**config.mk**
```make
export PLATFORM = sky130hd
export DESIGN_NAME = mem_resp_router
export DESIGN_NICKNAME = d
export VERILOG_FILES = /design/src/hw/dcache_pkg.sv /design/src/hw/mem_resp_router.sv
export SDC_FILE = /design/constraint.sdc
export NUM_CORES = 1
export LEC_CHECK = 0
export BUFFER_PORTS_ARGS = -buffer_cell sky130_fd_sc_hd__buf_2
export CORE_ASPECT_RATIO = 2
export CORE_MARGIN = 8
export CORE_UTILIZATION = 38
export CTS_BUF_LIST = sky130_fd_sc_hd__clkbuf_2
export DETAILED_ROUTE_END_ITERATION = 6
export GPL_TIMING_DRIVEN = 1
export PLACE_DENSITY_LB_ADDON = 0.05
export SYNTH_ARGS = -nofsm -noshare
export SYNTH_HDL_FRONTEND = slang
export SYNTH_SLANG_ARGS = --single-unit
```
**constraint.sdc**
```tcl
create_clock -name clk_i -period 0.8 [get_ports clk_i]
set_input_delay 0.16 -clock clk_i [delete_from_list [all_inputs] [get_ports clk_i]]
set_output_delay 0.16 -clock clk_i [all_outputs]
set_load 0.01 [all_outputs]
```
**src/hw/dcache_pkg.sv**
```systemverilog
/*
  Shared sizes, request types and memory message types for the
  multi-lane data cache array. Modules import it inside their bodies
  and name its types by scope in their port lists.
*/
package dcache_pkg;

   // Array shape
   localparam int NUM_LANES = 2;
   localparam int LANE_ID_W = 1;

   // Dword addressing, one dword per line
   localparam int ADDR_W  = 12;
   localparam int DATA_W  = 64;
   localparam int SETS    = 16;
   localparam int INDEX_W = 4;
   localparam int TAG_W   = ADDR_W - INDEX_W;

   // Replay FIFO depth; pointers carry one extra wrap bit
   localparam int ROLLY_ELS   = 8;
   localparam int ROLLY_PTR_W = 3;

   typedef logic [LANE_ID_W-1:0] lane_id_t;
   typedef logic [ADDR_W-1:0]    addr_t;
   typedef logic [DATA_W-1:0]    data_t;
   typedef logic [INDEX_W-1:0]   index_t;
   typedef logic [TAG_W-1:0]     tag_t;

   typedef enum logic
   {
      OP_LOAD  = 1'b0,
      OP_STORE = 1'b1
   } dcache_op_e;

   // Lane request as held in the replay FIFO, 77 bits
   typedef struct packed
   {
      dcache_op_e op;
      addr_t      addr;
      data_t      data;
   } dcache_req_t;

   typedef enum logic
   {
      MEM_RD = 1'b0,
      MEM_WR = 1'b1
   } mem_op_e;

   // Memory command or response, 78 bits
   // lane names the requester and is echoed back in the response
   typedef struct packed
   {
      mem_op_e  op;
      lane_id_t lane;
      addr_t    addr;
      data_t    data;
   } mem_msg_t;

endpackage

```
**src/hw/mem_resp_router.sv**
```systemverilog
/*
  Takes every memory response at once and, one cycle later, steers it
  to the lane named in it: a read becomes a fill, a write an ack.
*/
`timescale 1ns/1ns

module mem_resp_router
(
   input  logic                                  clk_i,
   input  logic                                  rst_i,
   input  logic                                  mem_resp_v_i,
   input  dcache_pkg::mem_msg_t                  mem_resp_i,
   output logic                                  mem_resp_yumi_o,
   output logic [dcache_pkg::NUM_LANES-1:0]      fill_v_o,
   output logic [dcache_pkg::NUM_LANES-1:0]      ack_v_o,
   output logic [dcache_pkg::DATA_W-1:0]         resp_data_o
);

   import dcache_pkg::*;

   // Always room, one response per cycle
   assign mem_resp_yumi_o = mem_resp_v_i;

   always_ff @(posedge clk_i)
   begin
      if (rst_i)
      begin
         fill_v_o <= '0;
         ack_v_o  <= '0;
      end
      else
      begin
         fill_v_o <= '0;
         ack_v_o  <= '0;
         if (mem_resp_v_i)
         begin
            if (mem_resp_i.op == MEM_RD)
            begin
               fill_v_o[mem_resp_i.lane] <= 1'b1;
            end
            else
            begin
               ack_v_o[mem_resp_i.lane] <= 1'b1;
            end
         end
      end
   end

   always_ff @(posedge clk_i)
   begin
      resp_data_o <= mem_resp_i.data;
   end

endmodule

```
Word level (Yosys, flattened, before mapping)
Cells that the tools add are included.
{"block": "op_classes", "n_bitwise": 2, "reduce_logical": 3, "n_mux": 2, "order_cmp": 2}
{"operator": "OR reduction 3 bit", "n": 2}
{"operator": "less-than comparator 1 x 2 -> 1 bit (second input constant)", "n": 1}
{"operator": "NOT 1 bit", "n": 2}
{"operator": "demux 1 bit (select 1 bit)", "n": 1}
{"operator": "greater-or-equal comparator 1 bit (second input constant)", "n": 1}
{"operator": "logical AND 1 bit", "n": 1}
{"operator": "2-to-1 mux 1 bit", "n": 1}
{"block": "word_totals", "inputBits": 81, "output_inout_bits": 69, "reg_bits": 68}

Longest topological paths before layout
Gate-level depths: netlist (run 1).
{"block": "depth", "word_depth": 4, "depth_mapped": 1}

Worst setup path after synthesis (run 1)
OpenSTA, ideal clock, no wires.
{"block": "synth_path", "kind": "register to output", "startpoint": "register ack_v_o[0] in the netlist's numbering", "endpoint": "output port ack_v_o[0] in the netlist's numbering", "path_stages_with_launch": 1, "n_path_buf": 0, "t_required_ns": 0.640, "arrival_ns": 0.331, "path_slack_ns": 0.309, "cell_sequence": "dfxtp_1"}
{"item": "start, declared", "line_no": "mem_resp_router.sv:15", "text": "output logic [dcache_pkg::NUM_LANES-1:0] ack_v_o,"}
{"item": "start signal, assigned", "line_no": "mem_resp_router.sv:29", "text": "ack_v_o <= '0;"}
{"item": "start signal, assigned", "line_no": "mem_resp_router.sv:34", "text": "ack_v_o <= '0;"}
{"item": "start signal, assigned by index", "line_no": "mem_resp_router.sv:43", "text": "ack_v_o[mem_resp_i.lane] <= 1'b1;"}
No word-level cell between the ends.

Worst setup path after layout (run 1)
{"block": "layout_path", "startpoint": "register resp_data_o[33] in the netlist's numbering", "endpoint": "output port resp_data_o[33] in the netlist's numbering"}
{"item": "start, declared", "line_no": "mem_resp_router.sv:16", "text": "output logic [dcache_pkg::DATA_W-1:0] resp_data_o"}
{"item": "start signal, assigned", "line_no": "mem_resp_router.sv:51", "text": "resp_data_o <= mem_resp_i.data;"}
No word-level cell between the ends.

==> results of run 1 <==
[synth_stat cells]
library cell,count
and4b_1,1
and4bb_1,1
and4bb_2,1
buf_4,1
dfxtp_1,68
nor4b_2,1
[kinds of logic after synthesis]
group	after synthesis	synth area share
simple gates	4	0.0353
flops	68	0.959
buf+inv	1	0.00529
[registers in the layout, indices dropped and copies added (netlist names)]
signal,cells
resp_data_o,64
fill_v_o,2
ack_v_o,2
[worst paths after layout]
| kind | from | slack (ps) | to |
|---|---|---|---|
| min | mem_resp_v_i | 50 | fill_v_o[1] |
| max | resp_data_o[33] | -350 | resp_data_o[33] |
[layout make-up]
class / instances / area [µm²] / area share
timing repair buffer: 206 / 1590 / 0.499
sequential: 68 / 1400 / 0.441
clock buffer: 13 / 65.1 / 0.0204
tap: 49 / 61.3 / 0.0192
multi-input combinational: 4 / 50.0 / 0.0157
clock inverter: 3 / 13.8 / 0.00432
antenna: 1 / 2.50 / 0.000786
[through the flow]
stage          worst slack, ps  utilization  hold WS, ps  total power, mW
6_report                  -351        0.883         53.4             6.02
5_1_grt                   -450        0.883         3.03             6.26
4_1_cts                   -330        0.834         5.60             5.91
3_5_place_dp               183        0.598          264             4.14
3_3_place_gp               191        0.598          262             4.13
2_1_floorplan              309            -          188             3.79
[cell usage in the layout, fill, tap and decap left out, types with 2 or more instances in the layout]
cell type / n
clkinv_2: 2
dfxtp_2: 34
dlygate4sd3_1: 69
clkbuf_2: 13
dfxtp_1: 34
buf_6: 34
buf_2: 103
[repair_timing]
action / CTS / global route
endpoints found under the hold margin: 67 / 0
hold buffers: 69 / 0
gates cloned: 0 / 0
endpoints found under the setup margin: 68 / 68
gates resized for setup: 19 / 52
[power groups by stage]
| stage | Clock (mW) | Combinational [mW] | Sequential (mW) |
|---|---|---|---|
| 6_report | 1.52 | 0.845 | 3.65 |
| 5_1_grt | 1.70 | 0.894 | 3.67 |
| 4_1_cts | 1.54 | 0.760 | 3.61 |
| 3_5_place_dp | 0 | 0.463 | 3.68 |
| 3_3_place_gp | 0 | 0.456 | 3.67 |
| 2_1_floorplan | 0 | 0.0134 | 3.78 |
[metal layers]
metal  wire, µm  share of wire
met5          0              0
met4        194          0.032
met3        637           0.10
met1       1860           0.31
met2       3390           0.56
==> impl_metrics.tcl, run 1 <==
set metrics [dict create \
    synth_top_area_share 0.959 \
    crit_buf_inv 1 \
    cpPeakStageDelay_ps 380 \
    num_rows 31 \
    vias 1405 \
    final_nets 370 \
    yosys_register_bits 68 \
    fmax_mhz 869 \
    grt_remaining_overflow 0 \
    drive_above_1_share 0.639 \
    finalWirelength_um 6080 \
    grt_util_met2 0.339 \
    yosysSeqAreaShare 0.959 \
    drv_slew 0 \
    clkPwrFrac 0.253 \
    path_depth 1 \
    drt-pass1-iter-count 4 \
    num-fill-cells 174 \
    drcViolationCount 0 \
    yosys.area.top_type "dfxtp_1" \
    cp_max_fo 1 \
    worstSetupStartpointType "register" \
    cp.required_ps 640 \
    p_int_mw 4.58 \
    worstMarginPinSlew_ps 217 \
    die_h_um 102 \
    synth_cell_types 6 \
    combPwrFrac 0.140 \
    hold_viol_final 0 \
    synth_fp_nets 154 \
    setup_viol 68 \
    dpl_cell_area_um2 2160 \
    cts.path.max_buffers 2 \
    p_sw_frac 0.239 \
    ys.warnings.count 0 \
    cts_sinks 68 \
    maxCapViolCount 0 \
    fp.dieW_um 59.2 \
    ant_nets 0 \
    arrival_ps 990 \
    fin_area_um2 3190 \
    path_delay_family "flip-flops" \
    p_sw_mw 1.44 \
    core-area_um2 3610 \
    routed_via_density 4.08 \
    fp.dieArea_um2 6060 \
    status "finished, violations left" \
    finalWorstSetupSlack_ps -351 \
    syn_area_um2 1420 \
    grt_usage 0.185 \
    synth_area_per_cell_um2 19.4 \
    crit_type "reg2out" \
    wl_per_cell_um 17.7 \
    clk_pin_slew_ps 180 \
    stdcell_count 344 \
    ir_drop_mv 1.54 \
    met1_usage 0.142 \
    antenna_found_initial 1 \
    hold_depth 2 \
    seq_power_share 0.607 \
    grt_pass1_wl_um 7990 \
    initialDrtViolationCount 19 \
    grt_util_met3 0.101 \
    p_per_area_nw_per_um2 1890 \
    min_period_over_period 1.44 \
    holdCritPathClass "in2reg" \
    synthCells 73 \
    htree_num_levels 3 \
    grt.busiest_layer "met2" \
    cts_tree "done" \
    min_period_ps 1150 \
    gp_congestion 0.717 \
    fin_tns_setup_ps -18980 \
    placedCellCount 258 \
    slew_headroom 0.855 \
    cts-root-buf "clkbuf_2" \
    p_leak_nw 1.56 \
    synth.area.top_cells "dfxtp_1, nor4b_2, and4bb_1, and4bb_2, and4b_1" \
    violations "setup timing" \
    cp_cell_sequence "buf_2" \
    grt_pass1_vias 1632 \
    post-dp-hpwl_um 3310 \
    cts_buffers 9 \
    grt_max_degree 11 \
    initial_core_util 0.393 \
    critPathSlowestCell "dfxtp_1" \
    critPathCaptureType "output port" \
    portBuffers 137 \
    area_growth_syn_to_layout_pct 125 \
    post_cts.repair.setup_buffers 0 \
    ios 150 \
    grt_setup_unrepaired "yes" \
]
Note: power is estimated with default switching activity, not from simulation.
==> run 2, diff against run 1 <==
- ABC_CLOCK_PERIOD_IN_PS: unset -> 800
- CELL_PAD_IN_SITES_DETAIL_PLACEMENT: unset -> 2
- CELL_PAD_IN_SITES_GLOBAL_PLACEMENT: unset -> 2
- CORE_MARGIN: 8 -> unset
- CORE_UTILIZATION: 38 -> 21
==> impl_metrics.tcl, run 2 (same netlist as run 1, synthesis figures left out) <==
set metrics [dict create \
    cp-startpoint "resp_data_o[48]" \
    htree_num_levels 3 \
    routed_via_density 3.72 \
    drive_above_1_share 0.652 \
    fp.dieArea_um2 7110 \
    setup_viol 68 \
    largest_register_ffs 64 \
    area_growth_syn_to_layout_pct 131 \
    cts_buffers 9 \
    min_period_ps 1130 \
    worstMarginPinSlew_ps 225 \
    violations "setup timing" \
    p_leak_nw 1.57 \
    crit_type "reg2out" \
    drcViolationCount 0 \
    cts-root-buf "clkbuf_2" \
    cts.path.max_buffers 2 \
    wl_per_cell_um 15.1 \
    finalWorstSetupSlack_ps -327 \
    cp_cell_sequence "buf_6" \
    largest_register "resp_data_o" \
    grt_remaining_overflow 0 \
    grt_setup_unrepaired "yes" \
    cts_tree "done" \
    ir_drop_mv 1.62 \
    grt_util_met3 0.0777 \
    critPathCaptureType "output port" \
    vias 1421 \
    p_per_area_nw_per_um2 1940 \
    final_common_cell "buf_2" \
    placedCellCount 297 \
    path_delay_family "flip-flops" \
    core-area_um2 6570 \
    grt.busiest_layer "met2" \
    final_nets 369 \
    drv_slew 0 \
    num_rows 42 \
    grt_max_degree 11 \
    cpPeakStageDelay_ps 390 \
    initial_core_util 0.216 \
    drt-pass1-iter-count 4 \
    hold_ws_ps 308 \
    arrival_ps 970 \
    hold_viol_final 0 \
    status "finished, violations left" \
    grt_pass1_wl_um 8180 \
    layout_common_cells "buf_2, dlygate4sd3_1, dfxtp_2, buf_6, dfxtp_1" \
    crit_buf_inv 1 \
    finalWirelength_um 5780 \
    worstHoldStart "mem_resp_i[41]" \
    grt_usage 0.167 \
    portBuffers 137 \
    critPathSlowestCell "dfxtp_2" \
    fp.dieW_um 60.1 \
    ios 150 \
    cp_max_fo 1 \
    worstSetupStartpointType "register" \
    initialDrtViolationCount 27 \
    grt_util_met2 0.320 \
    ant_nets 0 \
    maxCapViolCount 0 \
    cp.required_ps 640 \
    min_period_over_period 1.41 \
    die_h_um 118 \
    holdCritPathClass "in2reg" \
    met1_usage 0.118 \
    slew_headroom 0.850 \
    grt_pass1_vias 1646 \
    fmax_mhz 887 \
    antenna_found_initial 1 \
    gp_congestion 0.647 \
    reg_top3 "resp_data_o: 64 flops, ack_v_o: 2 flops, fill_v_o: 2 flops" \
    cts_sinks 68 \
    stdcell_count 382 \
    clk_pin_slew_ps 180 \
]
[run 2: cell count changes in the layout (fill, tap and decap cells not counted)]
cell	change
buf_2	-4
buf_6	+4
bufinv_16	+1
clkinv_1	+1
clkinv_2	-2
dfxtp_1	-4
dfxtp_2	+4
dlygate4sd3_1	-1
[run 2: where the power goes]
part | total [mW] | switching, mW | internal, mW
clock network | 1.85 | 1.09 | 0.759
registers | 3.65 | 0.0682 | 3.58
logic | 0.844 | 0.282 | 0.561
total | 6.35 | 1.44 | 4.90
[run 2: per-layer routing]
layer	wire length, µm	vias to the layer above	part of all wire
met4	153	0	0.026
li1	-	664	-
met2	3620	83	0.63
met1	1590	664	0.27
met3	422	10	0.073
met5	0	-	0
[run 2: final timing paths]
path,to,slack (ps),cells past startpoint
setup / recovery,resp_data_o[48],-330,1
hold / removal,resp_data_o[41],310,2
[run 2: final cells by class]
class                   instances  area (µm²)
diodes                          1        2.50
clock buffers                  13        65.1
clock inverters                 3        37.5
fillers                       679        3290
multi-input cells               4        50.0
flip-flops and latches         68        1410
well taps                      88         110
repair buffers                205        1600
[run 2: per-stage QoR]
step / cell area [µm²] / setup TNS [ps] / util / setup WS (ps) / total power [mW]
CTS: 3040 / -25520 / 0.463 / -395 / 6.31
detailed placement: 2210 / 0 / 0.336 / 152 / 4.13
floorplan: 1420 / 0 / - / 309 / 3.79
finish: 3280 / -19360 / 0.499 / -327 / 6.35
global route: 3280 / -26020 / 0.499 / -433 / 6.67
global placement: 2210 / 0 / 0.336 / 182 / 4.12
[run 2: repair_timing]
| item | CTS | global route |
|---|---|---|
| hold endpoints to repair | 68 | 0 |
| gates resized for setup | 14 | 67 |
| setup endpoints to repair | 68 | 68 |
| buffers inserted | 0 | 0 |
| hold buffers | 68 | 0 |
| cloned | 0 | 0 |
