--- src/hw/dcache_pkg.sv ---
/*
  Shared sizes, request types and memory message types for the
  multi-lane data cache array. Modules import it inside their bodies
  and name its types by scope in their port lists.
*/
package dcache_pkg;

   // Array shape
   localparam int NUM_LANES = 2;
   localparam int LANE_ID_W = 1;

   // Dword addressing, one dword per line
   localparam int ADDR_W  = 12;
   localparam int DATA_W  = 64;
   localparam int SETS    = 16;
   localparam int INDEX_W = 4;
   localparam int TAG_W   = ADDR_W - INDEX_W;

   // Replay FIFO depth; pointers carry one extra wrap bit
   localparam int ROLLY_ELS   = 8;
   localparam int ROLLY_PTR_W = 3;

   typedef logic [LANE_ID_W-1:0] lane_id_t;
   typedef logic [ADDR_W-1:0]    addr_t;
   typedef logic [DATA_W-1:0]    data_t;
   typedef logic [INDEX_W-1:0]   index_t;
   typedef logic [TAG_W-1:0]     tag_t;

   typedef enum logic
   {
      OP_LOAD  = 1'b0,
      OP_STORE = 1'b1
   } dcache_op_e;

   // Lane request as held in the replay FIFO, 77 bits
   typedef struct packed
   {
      dcache_op_e op;
      addr_t      addr;
      data_t      data;
   } dcache_req_t;

   typedef enum logic
   {
      MEM_RD = 1'b0,
      MEM_WR = 1'b1
   } mem_op_e;

   // Memory command or response, 78 bits
   // lane names the requester and is echoed back in the response
   typedef struct packed
   {
      mem_op_e  op;
      lane_id_t lane;
      addr_t    addr;
      data_t    data;
   } mem_msg_t;

endpackage

--- src/hw/rollback_fifo.sv ---
/*
  Replay FIFO for one cache lane. Entries stay stored after they are
  read and only leave on commit. A rollback moves the read pointer back
  to the oldest uncommitted entry so the pipeline replays from there.
*/
`timescale 1ns/1ns

module rollback_fifo
(
   input  logic                    clk_i,
   input  logic                    rst_i,
   input  logic                    enq_v_i,
   input  dcache_pkg::dcache_req_t enq_i,
   output logic                    ready_o,
   output logic                    head_v_o,
   output dcache_pkg::dcache_req_t head_o,
   input  logic                    read_i,
   input  logic                    commit_i,
   input  logic                    rollback_i
);

   import dcache_pkg::*;

   dcache_req_t mem_r [ROLLY_ELS];

   logic [ROLLY_PTR_W:0] wr_ptr_r;
   logic [ROLLY_PTR_W:0] rd_ptr_r;
   logic [ROLLY_PTR_W:0] cm_ptr_r;
   logic [ROLLY_PTR_W:0] cm_ptr_next;
   logic                 enq;

   // Full once the writer laps the commit pointer
   assign ready_o = ~((wr_ptr_r[ROLLY_PTR_W-1:0] == cm_ptr_r[ROLLY_PTR_W-1:0])
                      && (wr_ptr_r[ROLLY_PTR_W] != cm_ptr_r[ROLLY_PTR_W]));

   assign head_v_o = (rd_ptr_r != wr_ptr_r);
   assign head_o   = mem_r[rd_ptr_r[ROLLY_PTR_W-1:0]];

   assign enq         = enq_v_i & ready_o;
   assign cm_ptr_next = commit_i ? cm_ptr_r + 1'b1 : cm_ptr_r;

   always_ff @(posedge clk_i)
   begin
      if (rst_i)
      begin
         wr_ptr_r <= '0;
         rd_ptr_r <= '0;
         cm_ptr_r <= '0;
      end
      else
      begin
         if (enq)
         begin
            wr_ptr_r <= wr_ptr_r + 1'b1;
         end
         // Rewind wins over a read in the same cycle
         if (rollback_i)
         begin
            rd_ptr_r <= cm_ptr_next;
         end
         else if (read_i & head_v_o)
         begin
            rd_ptr_r <= rd_ptr_r + 1'b1;
         end
         cm_ptr_r <= cm_ptr_next;
      end
   end

   always_ff @(posedge clk_i)
   begin
      if (enq)
      begin
         mem_r[wr_ptr_r[ROLLY_PTR_W-1:0]] <= enq_i;
      end
   end

endmodule

--- src/hw/dcache_lane.sv ---
/*
  One direct-mapped, write-through cache lane. Requests pass through a
  replay FIFO into a two-stage pipeline: stage 1 looks up the line,
  stage 2 returns a result or poisons and rewinds the FIFO. A single
  miss slot holds the one memory operation the lane may have in flight.
*/
`timescale 1ns/1ns

module dcache_lane
(
   input  logic                      clk_i,
   input  logic                      rst_i,
   input  dcache_pkg::lane_id_t      lane_id_i,
   input  logic                      req_v_i,
   input  dcache_pkg::dcache_req_t   req_i,
   output logic                      ready_o,
   output logic [dcache_pkg::DATA_W-1:0] data_o,
   output logic                      v_o,
   output logic                      cmd_v_o,
   output dcache_pkg::mem_msg_t      cmd_o,
   input  logic                      cmd_grant_i,
   input  logic                      fill_v_i,
   input  logic                      ack_v_i,
   input  logic [dcache_pkg::DATA_W-1:0] resp_data_i
);

   import dcache_pkg::*;

   dcache_req_t head;
   dcache_req_t s1_req;
   dcache_req_t s2_req;
   logic        head_v;
   logic        issue;
   logic        s1_v;
   logic        s2_v;
   logic        s2_hit;
   data_t       s2_data;
   logic        s2_store;
   logic        poison;
   logic        send_cmd;

   logic [SETS-1:0] valid_r;
   tag_t            tag_mem [SETS];
   data_t           data_mem [SETS];

   logic   slot_busy;
   addr_t  slot_addr;

   logic   arr_we;
   index_t arr_idx;
   tag_t   arr_tag;
   data_t  arr_data;
   index_t s1_idx;
   tag_t   s1_tag;
   logic   s1_hit;
   data_t  s1_data;

   rollback_fifo u_fifo
   (
      .clk_i      (clk_i),
      .rst_i      (rst_i),
      .enq_v_i    (req_v_i),
      .enq_i      (req_i),
      .ready_o    (ready_o),
      .head_v_o   (head_v),
      .head_o     (head),
      .read_i     (issue),
      .commit_i   (v_o),
      .rollback_i (poison)
   );

   // No issue while the read pointer is being rewound
   assign issue = head_v & ~poison;

   assign s2_store = (s2_req.op == OP_STORE);
   // Stores need the slot for their MEM_WR, loads need a hit
   assign v_o      = s2_v & (s2_store ? ~slot_busy : s2_hit);
   assign poison   = s2_v & ~v_o;
   assign data_o   = s2_store ? '0 : s2_data;
   assign send_cmd = s2_v & ~slot_busy & (s2_store | ~s2_hit);

   // Single array write port; a fill and a completing store never coincide
   always_comb
   begin
      arr_we   = 1'b0;
      arr_idx  = s2_req.addr[INDEX_W-1:0];
      arr_tag  = s2_req.addr[ADDR_W-1:INDEX_W];
      arr_data = s2_req.data;
      if (fill_v_i)
      begin
         arr_we   = 1'b1;
         arr_idx  = slot_addr[INDEX_W-1:0];
         arr_tag  = slot_addr[ADDR_W-1:INDEX_W];
         arr_data = resp_data_i;
      end
      else if (s2_v & s2_store & s2_hit & ~slot_busy)
      begin
         arr_we = 1'b1;
      end
   end

   // Stage 1 lookup, bypassing a write to the same line
   always_comb
   begin
      s1_idx = s1_req.addr[INDEX_W-1:0];
      s1_tag = s1_req.addr[ADDR_W-1:INDEX_W];
      if (arr_we && (arr_idx == s1_idx))
      begin
         s1_hit  = (arr_tag == s1_tag);
         s1_data = arr_data;
      end
      else
      begin
         s1_hit  = valid_r[s1_idx] && (tag_mem[s1_idx] == s1_tag);
         s1_data = data_mem[s1_idx];
      end
   end

   always_ff @(posedge clk_i)
   begin
      if (rst_i)
      begin
         s1_v      <= 1'b0;
         s2_v      <= 1'b0;
         valid_r   <= '0;
         slot_busy <= 1'b0;
         cmd_v_o   <= 1'b0;
      end
      else
      begin
         s1_v <= issue;
         s2_v <= s1_v & ~poison;
         if (arr_we)
         begin
            valid_r[arr_idx] <= 1'b1;
         end
         if (send_cmd)
         begin
            slot_busy <= 1'b1;
         end
         else if (fill_v_i | ack_v_i)
         begin
            slot_busy <= 1'b0;
         end
         if (send_cmd)
         begin
            cmd_v_o <= 1'b1;
         end
         else if (cmd_grant_i)
         begin
            cmd_v_o <= 1'b0;
         end
      end
   end

   always_ff @(posedge clk_i)
   begin
      s1_req  <= head;
      s2_req  <= s1_req;
      s2_hit  <= s1_hit;
      s2_data <= s1_data;
      if (arr_we)
      begin
         tag_mem[arr_idx]  <= arr_tag;
         data_mem[arr_idx] <= arr_data;
      end
      if (send_cmd)
      begin
         slot_addr  <= s2_req.addr;
         cmd_o.op   <= s2_store ? MEM_WR : MEM_RD;
         cmd_o.lane <= lane_id_i;
         cmd_o.addr <= s2_req.addr;
         cmd_o.data <= s2_req.data;
      end
   end

endmodule

--- config.mk ---
export PLATFORM = sky130hd
export DESIGN_NAME = dcache_lane
export DESIGN_NICKNAME = d
export VERILOG_FILES = /design/src/hw/dcache_pkg.sv /design/src/hw/rollback_fifo.sv /design/src/hw/dcache_lane.sv
export SDC_FILE = /design/constraint.sdc
export NUM_CORES = 2
export LEC_CHECK = 0
export BUFFER_PORTS_ARGS = -buffer_cell sky130_fd_sc_hd__buf_2
export CORE_MARGIN = 5
export CORE_UTILIZATION = 55
export CTS_CLUSTER_SIZE = 12
export DETAILED_ROUTE_END_ITERATION = 6
export HOLD_SLACK_MARGIN = 0.1
export PLACE_DENSITY = 0.76
export SYNTH_ARGS = -nofsm -noshare
export SYNTH_HDL_FRONTEND = slang
export SYNTH_SLANG_ARGS = --single-unit
export TNS_END_PERCENT = 5
--- constraint.sdc ---
create_clock -name clk_i -period 9.9 [get_ports clk_i]
set_input_delay 0.495 -clock clk_i [delete_from_list [all_inputs] [get_ports clk_i]]
set_output_delay 0.495 -clock clk_i [all_outputs]
set_load 0.1 [all_outputs]
Yosys cells after proc, flatten, opt, wreduce, memory -nomap -nowiden
Memory sizes are Yosys's and may differ from the RTL's. A register that Yosys moved wholly into a read port is not among the register bits.
Index checks and enable logic that the tools add are counted.
{"block": "totals", "regBits": 188, "wordCells": 81, "mem_count": 3, "ramBits": 1768, "out_inout_bits": 145, "input_bits": 148}
{"block": "classes", "muxes": 24, "eq_ne": 6, "n_addsub": 3, "n_reduce_logical": 7, "bitwise_logic": 19, "magnitude_cmp": 3}
{"memory": "data_mem", "depth": 16, "width": 64, "rd": 1, "rd_clocked_by_memory_dff": 1, "write_ports": 1, "line": "dcache_lane.sv:44", "rtl": "data_t data_mem [SETS];"}
{"memory": "u_fifo.mem_r", "depth": 8, "width": 77, "rd": 1, "rd_clocked_by_memory_dff": 1, "write_ports": 1, "line": "rollback_fifo.sv:24", "rtl": "dcache_req_t mem_r [ROLLY_ELS];"}
{"memory": "tag_mem", "depth": 16, "width": 8, "rd": 1, "rd_clocked_by_memory_dff": 0, "write_ports": 1, "line": "dcache_lane.sv:43", "rtl": "tag_t tag_mem [SETS];"}
{"operator": "64-bit two-way mux", "n": 2}
{"operator": "8-bit == test", "n": 2}
{"operator": "4-bit two-way mux", "n": 4}
{"operator": "16-bit OR", "n": 1}
{"operator": "1-bit two-way mux", "n": 15}
{"operator": "4-bit by 1-bit adder with 4-bit output (second input constant)", "n": 3}
{"operator": "1-bit bitwise AND", "n": 11}
{"operator": "4-bit by 5-bit less-than comparator with 1-bit output (second input constant)", "n": 2}
{"operator": "8-bit two-way mux", "n": 1}
{"operator": "2-bit nonzero test", "n": 3}
{"operator": "1-bit NOT", "n": 5}
{"operator": "1-bit binary-select mux with 4-bit select", "n": 1}
{"operator": "1-bit demux with 4-bit select", "n": 1}
{"operator": "4-bit == test", "n": 1}
{"operator": "4-bit by 1-bit >= comparator with 1-bit output (second input constant)", "n": 1}
{"operator": "1-bit logical AND", "n": 4}
{"operator": "4-bit != test", "n": 1}
{"operator": "3-bit == test", "n": 1}
{"operator": "1-bit OR", "n": 2}
{"operator": "1-bit != test", "n": 1}

Longest topological paths before layout
{"block": "logic_depth", "depth_word": 10, "depth_mapped": 9, "ltp_nobuf": 6}

By module
Synthesis repeated with hierarchy kept, for this count alone.
{"block": "hier_totals", "hier_cells": 3157, "hier_area_um2": 75308.5}
{"module": "dcache_lane", "seq_area_each_um2": 40438.8, "cells_each": 2176, "area_per_inst_um2": 51134.0, "instances": 1}
{"module": "rollback_fifo", "seq_area_each_um2": 18798.0, "cells_each": 981, "area_per_inst_um2": 24174.4, "instances": 1}

Least setup slack after synthesis
No wires, ideal clock.
{"block": "synth_timing", "kind": "reg2reg", "startpoint": "register u_fifo.wr_ptr_r[0]", "endpoint": "memory u_fifo.mem_r[0][0] in the netlist's numbering, enable pin", "path_stages_with_launch": 7, "setup_slack_ns": 1.922, "setup_ns": 0.607, "t_required_ns": 9.293, "arrival_time_ns": 7.371, "synth_period_minus_slack_ns": 7.978, "path_cell_list": "dfxtp_1 > clkbuf_1 > xnor2_1 > nand4_1 > nand2_1 > or2_2 > nor3_1"}
{"block": "synth_between", "elab_chain_len": 6}
{"item": "from (decl)", "line": "rollback_fifo.sv:26", "rtl": "logic [ROLLY_PTR_W:0] wr_ptr_r;"}
{"item": "from (signal assigned)", "line": "rollback_fifo.sv:54", "rtl": "wr_ptr_r <= wr_ptr_r + 1'b1;"}
{"item": "3-bit == test", "line": "rollback_fifo.sv:33", "rtl": "assign ready_o = ~((wr_ptr_r[ROLLY_PTR_W-1:0] == cm_ptr_r[ROLLY_PTR_W-1:0])"}
{"item": "1-bit logical AND", "line": "rollback_fifo.sv:34", "rtl": "&& (wr_ptr_r[ROLLY_PTR_W] != cm_ptr_r[ROLLY_PTR_W]));"}
{"item": "1-bit NOT", "line": "rollback_fifo.sv:33"}
{"item": "via ready_o", "line": "dcache_lane.sv:16", "rtl": "output logic ready_o,"}
{"item": "1-bit bitwise AND", "line": "rollback_fifo.sv:39", "rtl": "assign enq = enq_v_i & ready_o;"}
{"item": "1-bit two-way mux", "line": "rollback_fifo.sv:71", "rtl": "if (enq)"}
{"item": "1-bit two-way mux (not written as such)", "line": "rollback_fifo.sv:73", "rtl": "mem_r[wr_ptr_r[ROLLY_PTR_W-1:0]] <= enq_i;"}
{"item": "to (decl)", "line": "rollback_fifo.sv:24"}
The timed path passes the listed nets, and every way through them passes these cells.

==> out/metrics.yaml <==
synth_compound_area_share_pct: 0.256
timing.setup.critical_path_class: "flop to output port"
start_kind: "flop"
wl_per_cell_um: 30.3
vias_per_cell: 6.13
synth_ff_type: "edfxtp_1"
ys_types: 48
max_freq_mhz: 206
slew_viol_final: 0
cts_setup_buffers: 0
syn_nets: 3299
core_um2: 135000
placement.cell_area_um2: 78600
vias: 34200
grtUsageTotal_pct: 23.9
stdcell_area_um2: 85400
tns_ns: 0
status: "complete, no violations"
htree_levels: 4
place_hpwl_um: 91800
timing.slew.headroom_pct: 27.9
synthToLayoutAreaGrowth_pct: 14.1
ant_nets: 0
critPathBufInv: 2
synth_common_cells: "1846 x edfxtp_1, 498 x mux4_2, 187 x dfxtp_1"
synth_top_area_share_pct: 74.1
grt-ovfl-total: 0
syn-cell-area_um2: 74800
yosys.area.top_type: "edfxtp_1"
drt_iter0_markers: 3792
cap_violations: 0
hold_path_class: "input pin to flop"
timing.final.crit_share_pct: 49.1
drt_pre_antenna_iters: 5
irDropWorstVdd_uv: 277
cts_buffers: 196
synth_edf_count: 1846
hold_violations: 0
start_util_pct: 55.3
detailedPlace.worstSlack_ns: 5.05
netlist_instances: 3148
wirelength_um: 169000
io_pins: 293
std_cell_rows: 135
path_max_fanout: 115
synth.area.top_cells: "edfxtp_1 74%, mux4_2 15%, dfxtp_1 5.0%, mux2_2 2.3%, nor2b_1 0.58%"
setup_violations: 0
cts_tree: "built"
crit_path_cell_trace: "buf_12, mux4_2, mux4_2, nor2b_1, buf_2"
clockRootBuffer: "clkbuf_16"
crit_top_cell: "mux4_2"
async_flop_share_pct: 0
clockBufferDepth: 3
nNetsFinal: 3774
synthXorXnorAreaFrac_pct: 0.433
io_buffers: 292
end_kind: "output port"
gp_congestion: 0.780
antenna_found_initial: 14
skew_ns: 0.0503
die_area_um2: 144000
grt_max_degree: 154
ys_seq_area_share_pct: 79.1
syn_area_per_cell_um2: 23.8
power_density_nw_per_um2: 305
layout-drive-gt1-share_pct: 33.5
clkLatencyLatePin_ns: 0.82
synth-simple-area-share_pct: 1.42
cp_top_family: "multiplexers"
required_ns: 9.41
synth_top_family_by_area: "multiplexers"
worstMarginPinSlew_ns: 1.08
arrival_ns: 4.37
cts_sinks: 2033
fin_hold_ws_ns: 0.237
min_period_ns: 4.86
synth-seq-cells: 2033
ys_warn_count: 0
synth.most_common_cell: "edfxtp_1"
rsz0062_at_grt: "no"
dieWidth_um: 379
power.leakage_nw: 27.5
cts.clk_slew.worst_paths_ns: 0.06
grt_pass1_vias: 35700
synthAdderAreaFrac_pct: 0.0501
synth_mux_area_share_pct: 17.9
die_h_um: 379
drc: 0
cp_slowest_cell: "dfxtp_4"
setup_slack_ns: 5.04
grt_first_pass_wirelength_um: 247000
max_stage_delay_ns: 0.96
[sequential cells by signal (all words and copies together) (netlist names), 12 cells and up]
signal	flops
slot_addr	12
valid_r	16
data_mem	1024
tag_mem	128
s1_req	73
u_fifo.mem_r	616
s2_req	76
cmd_o	66
[metrics by stage]
step / instances / power [mW] / utilization [%]
final: 5573 / 26.0 / 63.1
after floorplan: 3148 / 17.1 / -
after global placement: 5125 / 19.2 / 58.1
after global routing: 5564 / 27.0 / 63.1
after CTS: 5559 / 26.2 / 63.1
after detailed placement: 5125 / 19.3 / 58.1
[layout by cell type (no fill, tap or decap), types with 4 or more instances in the layout]
cell type	n
clkinv_1	6
diode_2	14
clkinv_2	6
buf_12	4
nor2_4	22
clkinv_16	4
a211oi_1	4
dfxtp_4	8
a21oi_1	4
nand4_1	5
mux2_2	150
nor2b_1	69
clkbuf_1	114
nand2b_1	10
buf_4	54
nor4_1	5
xnor2_1	13
edfxtp_1	1846
clkbuf_8	14
nor2_1	51
buf_2	291
mux4_1	10
dlygate4sd3_1	81
mux2i_1	26
nand2_1	13
xor2_1	24
mux4_2	498
nor3_1	5
nand3_1	9
dfxtp_1	178
inv_1	6
clkbuf_16	199
[worst reg2reg max path, stage by stage (launching register included)]
cell and delay, ns:
dfxtp_4 0.89, buf_4 0.89, nor3_1 0.14, a21oi_1 0.68
nor2_4 0.25, buf_4 0.32, buf_4 0.43
[path summary, 6_finish.rpt]
kind / start / endpoint / slack [ns] / cells past startpoint
min: rst_i / u_fifo.wr_ptr_r[0] / 0.24 / 2
min reg2reg: s1_req[49] / s2_req[49] / 0.33 / 0
max reg2reg: s2_req[66] / data_mem[0][29] / 5.86 / 6
max: s2_req[64] / data_o[39] / 5.04 / 5
[metal layers]
layer	share of wire (%)	track usage [%]	wire (um)	up-vias
li1	-	-	-	14200
met2	50	38.8	84400	1595
met1	38	33.0	64800	18100
met3	8.7	5.44	14700	285
met4	2.8	7.39	4720	4
met5	0.015	0	26	-
[cell families (layout without fill, tap and decap cells)]
logic type	count (synthesis)	after routing
muxes	684	684
and+or+nand+nor	205	205
DFF	2033	2033
AOI/OAI and AO/OA	26	26
buffers and inverters	160	790
other	0	14
adders and majority gates	3	3
xor gates and xnor gates	37	37
[what timing repair did]
| action | 4_1_cts | 5_1_grt |
|---|---|---|
| gates resized for setup | 0 | 0 |
| hold buffers | 81 | 0 |
| endpoints found under the hold margin | 622 | 0 |
[power by group]
| part | internal, mW | leakage, nW | switching, mW |
|---|---|---|---|
| clock | 3.88 | 2.84 | 3.06 |
| sequential | 10.7 | 18.3 | 0.732 |
| combinational | 2.75 | 6.37 | 4.91 |
| total | 17.3 | 27.5 | 8.70 |
[final cells by class]
class / count / area (um2)
Fill cell: 8696 / 49900
Tap cell: 1781 / 2230
Clock buffer: 327 / 5600
Multi-Input combinational cell: 955 / 15200
Inverter: 7 / 28.8
Sequential cell: 2033 / 59200
Antenna cell: 14 / 35.0
Timing Repair Buffer: 430 / 2750
Clock inverter: 26 / 322
No activity file was read; power rests on OpenSTA's default activity.
